$ cat config.mk
export PLATFORM = sky130hd
export DESIGN_NAME = tft_controller
export DESIGN_NICKNAME = d
export VERILOG_FILES = /design/src/design/tft_pkg.sv /design/src/design/tft_pclk_gen.sv /design/src/design/tft_pixel_fifo.sv /design/src/design/tft_timing_gen.sv /design/src/design/tft_scanout.sv /design/src/design/tft_controller.sv
export SDC_FILE = /design/constraint.sdc
export NUM_CORES = 1
export LEC_CHECK = 0
export ABC_AREA = 1
export BUFFER_PORTS_ARGS = -buffer_cell sky130_fd_sc_hd__buf_4
export CAP_MARGIN = 10
export CORE_MARGIN = 2
export CORE_UTILIZATION = 55
export DETAILED_ROUTE_END_ITERATION = 12
export PLACE_DENSITY_LB_ADDON = 0.1
export SLEW_MARGIN = 20
export SYNTH_ARGS = -nofsm -noshare
export SYNTH_HDL_FRONTEND = slang
export SYNTH_SLANG_ARGS = --single-unit
$ cat constraint.sdc
create_clock -name clk -period 2.8 [get_ports clk]
set_input_delay 0.28 -clock clk [delete_from_list [all_inputs] [get_ports clk]]
set_output_delay 0.28 -clock clk [all_outputs]
set_load 0.05 [all_outputs]
$ cat src/design/tft_pkg.sv
// TFT controller shared definitions
`default_nettype none

package tft_pkg;

    // Horizontal regions in pixel periods, in scan order after the active area
    localparam int H_ACTIVE = 8;
    localparam int H_FRONT  = 2;
    localparam int H_SYNC   = 2;
    localparam int H_BACK   = 2;
    localparam int H_TOTAL  = H_ACTIVE + H_FRONT + H_SYNC + H_BACK; // 14 pixels per line

    // Vertical regions in whole lines
    localparam int V_ACTIVE = 4;
    localparam int V_FRONT  = 1;
    localparam int V_SYNC   = 1;
    localparam int V_BACK   = 1;
    localparam int V_TOTAL  = V_ACTIVE + V_FRONT + V_SYNC + V_BACK; // 7 lines per frame

    localparam int H_CNT_W  = $clog2(H_TOTAL); // Wide enough for 0 to H_TOTAL-1
    localparam int V_CNT_W  = $clog2(V_TOTAL); // Wide enough for 0 to V_TOTAL-1

    // Pixel buffer size, which is also the number of credits the source starts with
    localparam int FIFO_DEPTH = 8;
    localparam int FIFO_AW    = $clog2(FIFO_DEPTH);

    // RGB565 pixel word
    typedef struct packed {
        logic [4:0] red;
        logic [5:0] green;
        logic [4:0] blue;
    } pixel_t;

    // One credit-governed write from the frame source
    typedef struct packed {
        logic   valid;
        pixel_t pixel;
    } pixel_in_t;

    // Position flags for the pixel currently being launched
    typedef struct packed {
        logic active;      // Inside the visible window
        logic hsync;
        logic vsync;
        logic frame_start; // Pixel 0 of line 0
    } timing_t;

    // Everything the panel connector sees
    typedef struct packed {
        logic   pclk;
        logic   hsync;
        logic   vsync;
        logic   de;
        pixel_t rgb;
    } tft_pins_t;

endpackage

`default_nettype wire

$ cat src/design/tft_pclk_gen.sv
// Panel pixel clock divider
`timescale 1ns/1ps
`default_nettype none

module tft_pclk_gen (
    input  wire        clk,
    input  wire        rst,
    input  wire [15:0] clock_divide, // Half period minus one, in clk cycles
    output logic       pclk,
    output logic       pclk_en
);

    // Cycles left in the current half period
    logic [15:0] delay;
    logic        reload; // Half period ends on this cycle

    assign reload = (delay == 16'd0);

    // The divisor is sampled only at a reload, so a change mid half period
    // takes effect from the next half period onward
    always_ff @(posedge clk) begin
        if (rst) begin
            delay <= 16'd0;
            pclk  <= 1'b1; // Comes out of reset high so the first toggle is a fall
        end else if (reload) begin
            pclk  <= ~pclk;        // Flip the level at every half period boundary
            delay <= clock_divide; // Start counting the next half period
        end else begin
            delay <= delay - 16'd1;
        end
    end

    // A reload while pclk is low is the cycle just before the rising edge
    // Downstream logic uses this as its single-cycle pixel strobe
    assign pclk_en = reload & ~pclk;

    // With clock_divide at 0 the pixel clock runs at half the clk rate
    // and pclk_en fires on every second cycle
    // Larger divisors stretch both halves equally, giving a 50 percent duty cycle
    // The counter is a plain down-counter so the full 16-bit range is usable

endmodule

`default_nettype wire

$ cat src/design/tft_pixel_fifo.sv
// Credit-returning pixel FIFO
`timescale 1ns/1ps
`default_nettype none

module tft_pixel_fifo (
    input  wire                     clk,
    input  wire                     rst,
    input  wire tft_pkg::pixel_in_t pixel_in, // Write from the frame source
    input  wire                     pop,      // Scanout consumed the head word
    output tft_pkg::pixel_t         head,     // Oldest stored pixel, fall-through
    output logic                    empty,
    output logic                    credit    // One pulse per freed entry
);

    // Storage array with no reset since only entries below count are ever read
    tft_pkg::pixel_t mem [tft_pkg::FIFO_DEPTH];

    logic [tft_pkg::FIFO_AW-1:0] wr_ptr; // Next slot to fill
    logic [tft_pkg::FIFO_AW-1:0] rd_ptr; // Slot holding the head word
    logic [tft_pkg::FIFO_AW:0]   count;  // Occupancy, one bit wider than the pointers

    logic push;

    // The source only writes while it holds a credit, so a full FIFO never sees a push
    assign push = pixel_in.valid;

    always_ff @(posedge clk) begin
        if (push) begin
            mem[wr_ptr] <= pixel_in.pixel;
        end
    end

    // Pointers wrap on their own because the depth is a power of two
    always_ff @(posedge clk) begin
        if (rst) begin
            wr_ptr <= '0;
            rd_ptr <= '0;
        end else begin
            if (push) begin
                wr_ptr <= wr_ptr + 1'b1;
            end
            if (pop) begin
                rd_ptr <= rd_ptr + 1'b1;
            end
        end
    end

    // Occupancy tracks push and pop together so a simultaneous pair leaves it alone
    always_ff @(posedge clk) begin
        if (rst) begin
            count <= '0;
        end else begin
            case ({push, pop})
                2'b10:   count <= count + 1'b1;
                2'b01:   count <= count - 1'b1;
                default: count <= count; // Idle or push and pop together
            endcase
        end
    end

    // Each pop frees exactly one entry and hands one credit back a cycle later
    always_ff @(posedge clk) begin
        if (rst) begin
            credit <= 1'b0;
        end else begin
            credit <= pop;
        end
    end

    assign head  = mem[rd_ptr]; // Valid whenever empty is low
    assign empty = (count == '0);

endmodule

`default_nettype wire

$ cat src/design/tft_timing_gen.sv
// Panel raster timing generator
`timescale 1ns/1ps
`default_nettype none

module tft_timing_gen (
    input  wire              clk,
    input  wire              rst,
    input  wire              pclk_en, // Advance one pixel position
    output tft_pkg::timing_t timing
);

    // Last count values before each counter wraps
    localparam logic [tft_pkg::H_CNT_W-1:0] H_LAST =
        tft_pkg::H_CNT_W'(tft_pkg::H_TOTAL - 1);
    localparam logic [tft_pkg::V_CNT_W-1:0] V_LAST =
        tft_pkg::V_CNT_W'(tft_pkg::V_TOTAL - 1);

    // Region boundaries in counter units
    localparam logic [tft_pkg::H_CNT_W-1:0] H_ACT_END =
        tft_pkg::H_CNT_W'(tft_pkg::H_ACTIVE);
    localparam logic [tft_pkg::H_CNT_W-1:0] H_SYNC_BEG =
        tft_pkg::H_CNT_W'(tft_pkg::H_ACTIVE + tft_pkg::H_FRONT);
    localparam logic [tft_pkg::H_CNT_W-1:0] H_SYNC_END =
        tft_pkg::H_CNT_W'(tft_pkg::H_ACTIVE + tft_pkg::H_FRONT + tft_pkg::H_SYNC);
    localparam logic [tft_pkg::V_CNT_W-1:0] V_ACT_END =
        tft_pkg::V_CNT_W'(tft_pkg::V_ACTIVE);
    localparam logic [tft_pkg::V_CNT_W-1:0] V_SYNC_BEG =
        tft_pkg::V_CNT_W'(tft_pkg::V_ACTIVE + tft_pkg::V_FRONT);
    localparam logic [tft_pkg::V_CNT_W-1:0] V_SYNC_END =
        tft_pkg::V_CNT_W'(tft_pkg::V_ACTIVE + tft_pkg::V_FRONT + tft_pkg::V_SYNC);

    logic [tft_pkg::H_CNT_W-1:0] h_count; // Pixel within the line
    logic [tft_pkg::V_CNT_W-1:0] v_count; // Line within the frame
    logic                        line_end;

    assign line_end = (h_count == H_LAST);

    // Counts hold the position of the pixel that the next strobe launches
    always_ff @(posedge clk) begin
        if (rst) begin
            h_count <= '0;
        end else if (pclk_en) begin
            if (line_end) begin
                h_count <= '0;
            end else begin
                h_count <= h_count + 1'b1;
            end
        end
    end

    // The line counter moves only when the last pixel of a line goes out
    always_ff @(posedge clk) begin
        if (rst) begin
            v_count <= '0;
        end else if (pclk_en && line_end) begin
            if (v_count == V_LAST) begin
                v_count <= '0; // Frame wraps back to the first visible line
            end else begin
                v_count <= v_count + 1'b1;
            end
        end
    end

    logic h_vis;
    logic v_vis;
    logic h_sync_zone;
    logic v_sync_zone;

    // Active area sits at the start of both counters with porches and sync after it
    assign h_vis       = (h_count < H_ACT_END);
    assign v_vis       = (v_count < V_ACT_END);
    assign h_sync_zone = (h_count >= H_SYNC_BEG) && (h_count < H_SYNC_END);
    assign v_sync_zone = (v_count >= V_SYNC_BEG) && (v_count < V_SYNC_END); // Whole lines

    always_comb begin
        timing.active      = h_vis & v_vis;
        timing.hsync       = h_sync_zone;
        timing.vsync       = v_sync_zone;
        timing.frame_start = (h_count == '0) && (v_count == '0);
    end

endmodule

`default_nettype wire

$ cat src/design/tft_scanout.sv
// Panel pin driver and pixel scanout
`timescale 1ns/1ps
`default_nettype none

module tft_scanout (
    input  wire               clk,
    input  wire               rst,
    input  wire               pclk,      // Divided clock from the generator flop
    input  wire               pclk_en,   // Cycle before the pixel clock rises
    input  wire tft_pkg::timing_t timing, // Position of the pixel being launched
    input  wire tft_pkg::pixel_t  head,   // FIFO head word
    input  wire               empty,
    output logic              pop,
    output tft_pkg::tft_pins_t pins,
    output logic              underflow  // Sticky until reset
);

    logic            take;    // Active position with a pixel ready
    logic            starved; // Active position with nothing to show

    // Registered panel pins apart from the clock
    logic            pin_hsync;
    logic            pin_vsync;
    logic            pin_de;
    tft_pkg::pixel_t pin_rgb;

    assign take    = pclk_en & timing.active & ~empty;
    assign starved = pclk_en & timing.active & empty;

    // The head word is consumed on the same edge that latches it onto the pins
    assign pop = take;

    always_ff @(posedge clk) begin
        if (rst) begin
            pin_hsync <= 1'b0;
            pin_vsync <= 1'b0;
            pin_de    <= 1'b0;
            pin_rgb   <= '0;
        end else if (pclk_en) begin
            pin_hsync <= timing.hsync;
            pin_vsync <= timing.vsync;
            pin_de    <= timing.active; // Stays high through an underflow
            if (take) begin
                pin_rgb <= head;
            end else begin
                pin_rgb <= '0; // Black in blanking and when the FIFO ran dry
            end
        end
    end

    // Once the panel has shown a black fill pixel the flag stays up until reset
    always_ff @(posedge clk) begin
        if (rst) begin
            underflow <= 1'b0;
        end else if (starved) begin
            underflow <= 1'b1;
        end
    end

    // The pixel clock pin is taken from the generator flop so that it rises on the
    // same clk edge that updates the data pins, leaving a full half period of
    // setup before the falling edge on which the panel samples
    always_comb begin
        pins.pclk  = pclk;
        pins.hsync = pin_hsync;
        pins.vsync = pin_vsync;
        pins.de    = pin_de;
        pins.rgb   = pin_rgb;
    end

endmodule

`default_nettype wire

$ cat src/design/tft_controller.sv
// TFT panel controller top level
`timescale 1ns/1ps
`default_nettype none

module tft_controller (
    input  wire                     clk,
    input  wire                     rst,
    input  wire [15:0]              clock_divide, // Pixel clock half period minus one
    input  wire tft_pkg::pixel_in_t pixel_in,     // Credit-governed pixel writes
    output logic                    credit,       // One pulse per freed FIFO entry
    output tft_pkg::tft_pins_t      pins,         // Panel connector
    output logic                    underflow
);

    logic             pclk;    // Divided panel clock
    logic             pclk_en; // Pixel strobe in the clk domain
    tft_pkg::timing_t timing;
    logic             pop;
    tft_pkg::pixel_t  head;
    logic             empty;

    // Divider sets the pace for everything downstream
    tft_pclk_gen u_pclk_gen (
        .clk          (clk),
        .rst          (rst),
        .clock_divide (clock_divide),
        .pclk         (pclk),
        .pclk_en      (pclk_en)
    );

    tft_pixel_fifo u_fifo (
        .clk      (clk),
        .rst      (rst),
        .pixel_in (pixel_in),
        .pop      (pop),
        .head     (head),
        .empty    (empty),
        .credit   (credit)
    );

    tft_timing_gen u_timing (
        .clk     (clk),
        .rst     (rst),
        .pclk_en (pclk_en),
        .timing  (timing)
    );

    // Scanout drains the FIFO in step with the raster
    tft_scanout u_scanout (
        .clk       (clk),
        .rst       (rst),
        .pclk      (pclk),
        .pclk_en   (pclk_en),
        .timing    (timing),
        .head      (head),
        .empty     (empty),
        .pop       (pop),
        .pins      (pins),
        .underflow (underflow)
    );

endmodule

`default_nettype wire

=== Word-level counts from Yosys, hierarchy flattened ===
Memories as Yosys holds them, arrays and structs flattened. A register that Yosys moved wholly into a read port is not among the register bits.
Cells that the tools add are included.

* $add $sub $neg: 7
* Order comparisons: 6
* Equal/unequal tests: 4
* Mux-type cells: 9
* Bitwise gates (word level): 7
* Reduce and logical (&&, ||, !) cells: 6

{| class="wikitable"
|+ Operators with widths
! cell !! number
|-
| $mux W16 || 2
|-
| $logic_not A16 Y1 || 1
|-
| $sub A16 B1 Y16 const B || 1
|-
| $add A3 B1 Y3 const B || 3
|-
| $mux W3 || 3
|-
| $add A4 B1 Y4 const B || 2
|-
| $lt A4 B4 Y1 const B || 2
|-
| $pmux W4 S2 || 1
|-
| $lt A3 B3 Y1 const B || 2
|-
| $and A1 B1 Y1 || 5
|-
| $eq A4 B4 Y1 const B || 1
|-
| $ge A4 B4 Y1 const B || 1
|-
| $logic_not A4 Y1 || 1
|-
| $mux W4 || 1
|-
| $sub A4 B1 Y4 const B || 1
|-
| $eq A3 B3 Y1 const B || 1
|-
| $ge A3 B3 Y1 const B || 1
|-
| $logic_and A1 B1 Y1 || 3
|-
| $eq A2 B1 Y1 const B || 1
|-
| $eq A2 B2 Y1 const B || 1
|-
| $mux W1 || 2
|-
| $not A1 Y1 || 2
|-
| $reduce_bool A2 Y1 || 1
|}

* Register bits after elaboration: 55
* Bits in writable memories: 128
* Output and inout bits: 22
* Memories kept: 1

{| class="wikitable"
|+ Memory list
! memory !! depth !! bits a word !! read ports !! clocked after memory_dff !! write ports !! RTL line !! text
|-
| u_fifo.mem || 8 || 16 || 1 || 1 || 1 || tft_pixel_fifo.sv:16 || <nowiki>tft_pkg::pixel_t mem [tft_pkg::FIFO_DEPTH];</nowiki>
|}

=== Longest topological paths before layout ===
* Depth after elaboration: 6
* Mapped depth: 16

=== Hierarchy ===
A second synthesis with hierarchy kept.

* Cell total of the unflattened synthesis: 781
* Area, all modules: 7985.2 sq um

{| class="wikitable"
|+ Modules (own cells, without submodules)
! module !! instances !! cells an instance !! area an instance (sq um)
|-
| tft_pixel_fifo || 1 || 449 || 5672.9
|-
| tft_pclk_gen || 1 || 177 || 1104.8
|-
| tft_scanout || 1 || 95 || 794.5
|-
| tft_timing_gen || 1 || 60 || 412.9
|}

=== Worst setup path before layout ===
Ideal clock, no wire load.

* Path kind: register to register
* Start: reg u_pclk_gen.delay[0]
* End: reg u_fifo.count[2] (netlist name)
* Data arrival time: 2.163 ns
* Required time: 2.685 ns
* Setup slack: 0.521 ns
* Stages on the path, launching flop included: 16
* Cell sequence: dfxtp_1 > inv_1 > ha_1 > nand2_1 > nor2_4 > nand2_4 > nor2_8 > nand2_1 > nor2_2 > ha_1 > xor2_1 > ha_1 > a21oi_1 > xnor2_1 > o21ai_0 > inv_1

* Word-level cells in the longest chain between the ends: 6

{| class="wikitable"
|+ RTL lines
! what !! RTL line !! text
|-
| start: declaration || tft_pclk_gen.sv:14 || <nowiki>logic [15:0] delay;</nowiki>
|-
| start signal: assignment || tft_pclk_gen.sv:27 || <nowiki>delay <= clock_divide;</nowiki>
|-
| start signal: assignment || tft_pclk_gen.sv:29 || <nowiki>delay <= delay - 16'd1;</nowiki>
|-
| $logic_not A16 Y1 (*) || tft_pclk_gen.sv:17 || <nowiki>assign reload = (delay == 16'd0);</nowiki>
|-
| $and A1 B1 Y1 (*) || tft_pclk_gen.sv:35 || <nowiki>assign pclk_en = reload & ~pclk;</nowiki>
|-
| $and A1 B1 Y1 (*) (2 in series) || tft_scanout.sv:27 || <nowiki>assign take = pclk_en & timing.active & ~empty;</nowiki>
|-
| named net pop || tft_controller.sv:18 || <nowiki>logic pop;</nowiki>
|-
| $eq A2 B1 Y1 or $eq A2 B2 Y1 (tied branches) || tft_pixel_fifo.sv:53 || <nowiki>case ({push, pop})</nowiki>
|-
| $pmux W4 S2 or $reduce_bool A2 Y1 (tied branches) || -- ||
|-
| end signal: assignment || tft_pixel_fifo.sv:54 || <nowiki>2'b10: count <= count + 1'b1;</nowiki>
|-
| end signal: assignment || tft_pixel_fifo.sv:55 || <nowiki>2'b01: count <= count - 1'b1;</nowiki>
|-
| end signal: assignment || tft_pixel_fifo.sv:56 || <nowiki>default: count <= count;</nowiki>
|-
| end: declaration || tft_pixel_fifo.sv:20 || <nowiki>logic [tft_pkg::FIFO_AW:0] count;</nowiki>
|}

The timed path passes the listed nets; every way through them passes the cells marked *.
A chain may end at the register's enable or synchronous reset.

=== Worst setup path in the final report ===
Same ends and word-level chain as after synthesis.

==> results.md <==
- Commonest non-fill, non-tap cell in the layout: nand2_1
- DRC viols: 0
- Final Core Density: 64.4%
- Synth area leader: edfxtp_1
- Mapped Nets: 796
- Finished Cell Area: 8910 um2
- Register bit total from synthesis: 186
- Root Driver: clkbuf_16
- CTS buffer count: 17
- Final GP Congestion: 0.869
- Initial Utilization: 55.9%
- YS warnings: 0
- DP HPWL: 9590 um
- Setup WS pre-CTS: 161 ps
- Antenna cells: 0
- Dominant cells by area after synthesis: edfxtp_1, dfxtp_1, nand2_1, nand3_1, a21oi_1
- Core Region: 13800 um2
- Fin Setup TNS: 0 ps
- First-pass GRT wire length: 26100 um
- Die width: 123 um
- Hold_sp: pixel_in[2]
- FF-to-FF setup slack: 270 ps
- DR WL/cell: 16.4 um
- DRT antenna net count: 0
- Minimum clock period: 2530 ps
- Share of layout cells above drive strength 1: 16.9%
- Max VDD drop: 571 uV
- Max clock buf depth: 2
- Die H: 123 um
- Crit. Startpoint: u_pclk_gen.delay[0]$_SDFF_PP0_
- Crit Path Class: reg -> reg
- Largest net degree at the start of global routing: 65
- Period utilization: 90.5%
- Final nets: 853
- Vias per inst: 5.44
- EDFF count, synth: 128
- Measured slew at the worst slew-check pin: 681 ps
- CTS clock-pin slew for the worst setup and hold paths: 70 ps
- Die area: 15000 um2
- Reg2Reg Capture Point: u_fifo.count[2]$_SDFFE_PP0P_
- Min-delay worst type: in -> reg
- Endpoint, Worst Hold: u_fifo.mem[1][2]$_DFFE_PP_
- Worst R2R Path Depth: 15
- Crit path DAT: 2860 ps
- CP max FO: 17
- Port bufs: 56
- Yosys top cell area share: 49.7%
- Grt ovf: 0
- Final Hold Viols: 0
- Crit path capture type: register
- Post-synthesis sequential area ratio: 64.7%
- WHS Path Cells: 1
- Initial antenna violation count: 0
- Primary FF master, synth: edfxtp_1
- FMAX: 0.395 GHz
- Synth-to-Final Area Change: 15.2%
- Netlist cell types: 33
- Cells after Synth: 752
- Setup violations, final: 0
- Crit path launch type: register
- H-Tree Depth: 4
- Required time worst endpoint: 3130 ps
- # hold bufs at CTS: 0
- CP cell instances: inv_1 -> ha_1 -> nand2_1 -> nor2_4 -> nand2_4 -> nor2_8 -> nand2_1 -> nor2_2 -> ha_4 -> xor2_2 -> ha_1 -> a21oi_1 -> xnor2_1 -> o21ai_0 -> inv_1
- Post-Layout Cell Count: 1001
- DR vias: 5441
- RR Startpoint: u_pclk_gen.delay[0]$_SDFF_PP0_
- FFs w/ async S/R, synth: 0%
- Final Skew: 7.05 ps
- Placed cells: 968
- Leakage: 0.00347 uW
- Cell Area, Placed: 8320 um2
- CP max stage delay: 320 ps
- Clock Sinks: 186
- PD cells: 744 nW/um2
- Syn Std Cell Area: 7730 um2
- Worst skew pair latency: 430 ps
- Slowest CP cell: dfxtp_1
- PnR worst setup slack: 266 ps
- Final WL: 16500 um
- Relative slew slack: 54.6%
- Highest-count cells in the layout ignoring fill and taps: nand2_1, edfxtp_1, nand3_1
- I/O pin cnt: 57
- MaxCap Viol Count: 0
- Gr usage total: 23.4%
- Final Max Tran Viols: 0
- Avg Inst Size Synth: 10.3 um2
- DRT Pass-1 Iters: 7
- CTS tree: yes
- First DRT Iteration DRCs: 394
- Vias in the first global route: 5129
- Status: complete, no violations
- FP Rows: 43
- RSZ-0062 raised after global routing: no
## stage by stage
stage	total power, uW	hold WS (ps)
floorplan	4130	379
global placement	4380	419
detailed placement	4410	448
CTS	6640	59.2
global route	6930	65.5
finish	6620	74.8
## per-layer routing
layer	routed length (um)	GRT usage [%]	vias to the layer above
met5	0	0	-
met1	7440	31.5	2627
met2	8010	37.8	119
met4	207	7.33	0
li1	-	-	2680
met3	798	5.58	15
## critical path: cells and delay by family, from the launching register on
kind	cells	cell delay, ps
AOI/OAI and AO/OA	2	210
and+or+nand+nor	6	840
buffers and inverters	2	160
adders and majority gates	3	560
DFF	1	320
xor gates and xnor gates	2	330
## cells in the mapped netlist (7+ instances only)
library cell and n:
dfxtp_1 58, buf_2 9, nand4_1 7, ha_1 9
o21ai_1 9, a21oi_1 54, clkbuf_1 19, inv_1 35
o21ai_2 9, or2_2 11, o21ai_0 35, nand2_1 180
edfxtp_1 128, nand3_1 81, nor2_1 57, xor2_1 9
## state kept, by name (all words and copies together), names as in the netlist, 3 cells and up, named ones only
| name | flops |
|---|---|
| u_fifo.rd_ptr | 3 |
| u_fifo.wr_ptr | 3 |
| u_pclk_gen.delay | 16 |
| u_fifo.count | 4 |
| u_timing.h_count | 4 |
| u_fifo.mem | 128 |
| u_timing.v_count | 3 |
| u_scanout.pins | 16 |
## cell families after synthesis
| family | Yosys count | share of synthesized area [%] |
|---|---|---|
| buffers and inverters | 76 | 4.13 |
| and+or+nand+nor | 353 | 20.2 |
| DFF | 186 | 64.7 |
| adders and majority gates | 9 | 1.46 |
| xor gates and xnor gates | 12 | 1.36 |
| AOI/OAI and AO/OA | 116 | 8.17 |
## area by class of cell
type	instances	area (um2)
inverter	42	158
clock inverter	13	121
fill	1088	4920
timing repair buffer	72	541
clock buffer	18	429
tap	180	225
sequential	186	5010
multi-input combinational	490	2430
## where the power goes
| part | internal, uW | switching, uW |
|---|---|---|
| logic | 400 | 780 |
| clock network | 1230 | 1020 |
| registers | 3100 | 105 |
## worst max path at each step
stage | end | slack (ps)
finish | u_fifo.count[2]$_SDFFE_PP0P_ | 270
global placement | u_fifo.count[2]$_SDFFE_PP0P_ | 320
global route | u_fifo.count[2]$_SDFFE_PP0P_ | 20
floorplan | u_fifo.count[2]$_SDFFE_PP0P_ | 520
detailed placement | u_fifo.count[2]$_SDFFE_PP0P_ | 160
CTS | u_fifo.count[2]$_SDFFE_PP0P_ | 150
## repair_timing
action | CTS | global route
endpoints found under the setup margin | 0 | 2
buffers inserted | 0 | 2
gates resized for setup | 0 | 3
No activity file was read; power rests on OpenSTA's default activity.
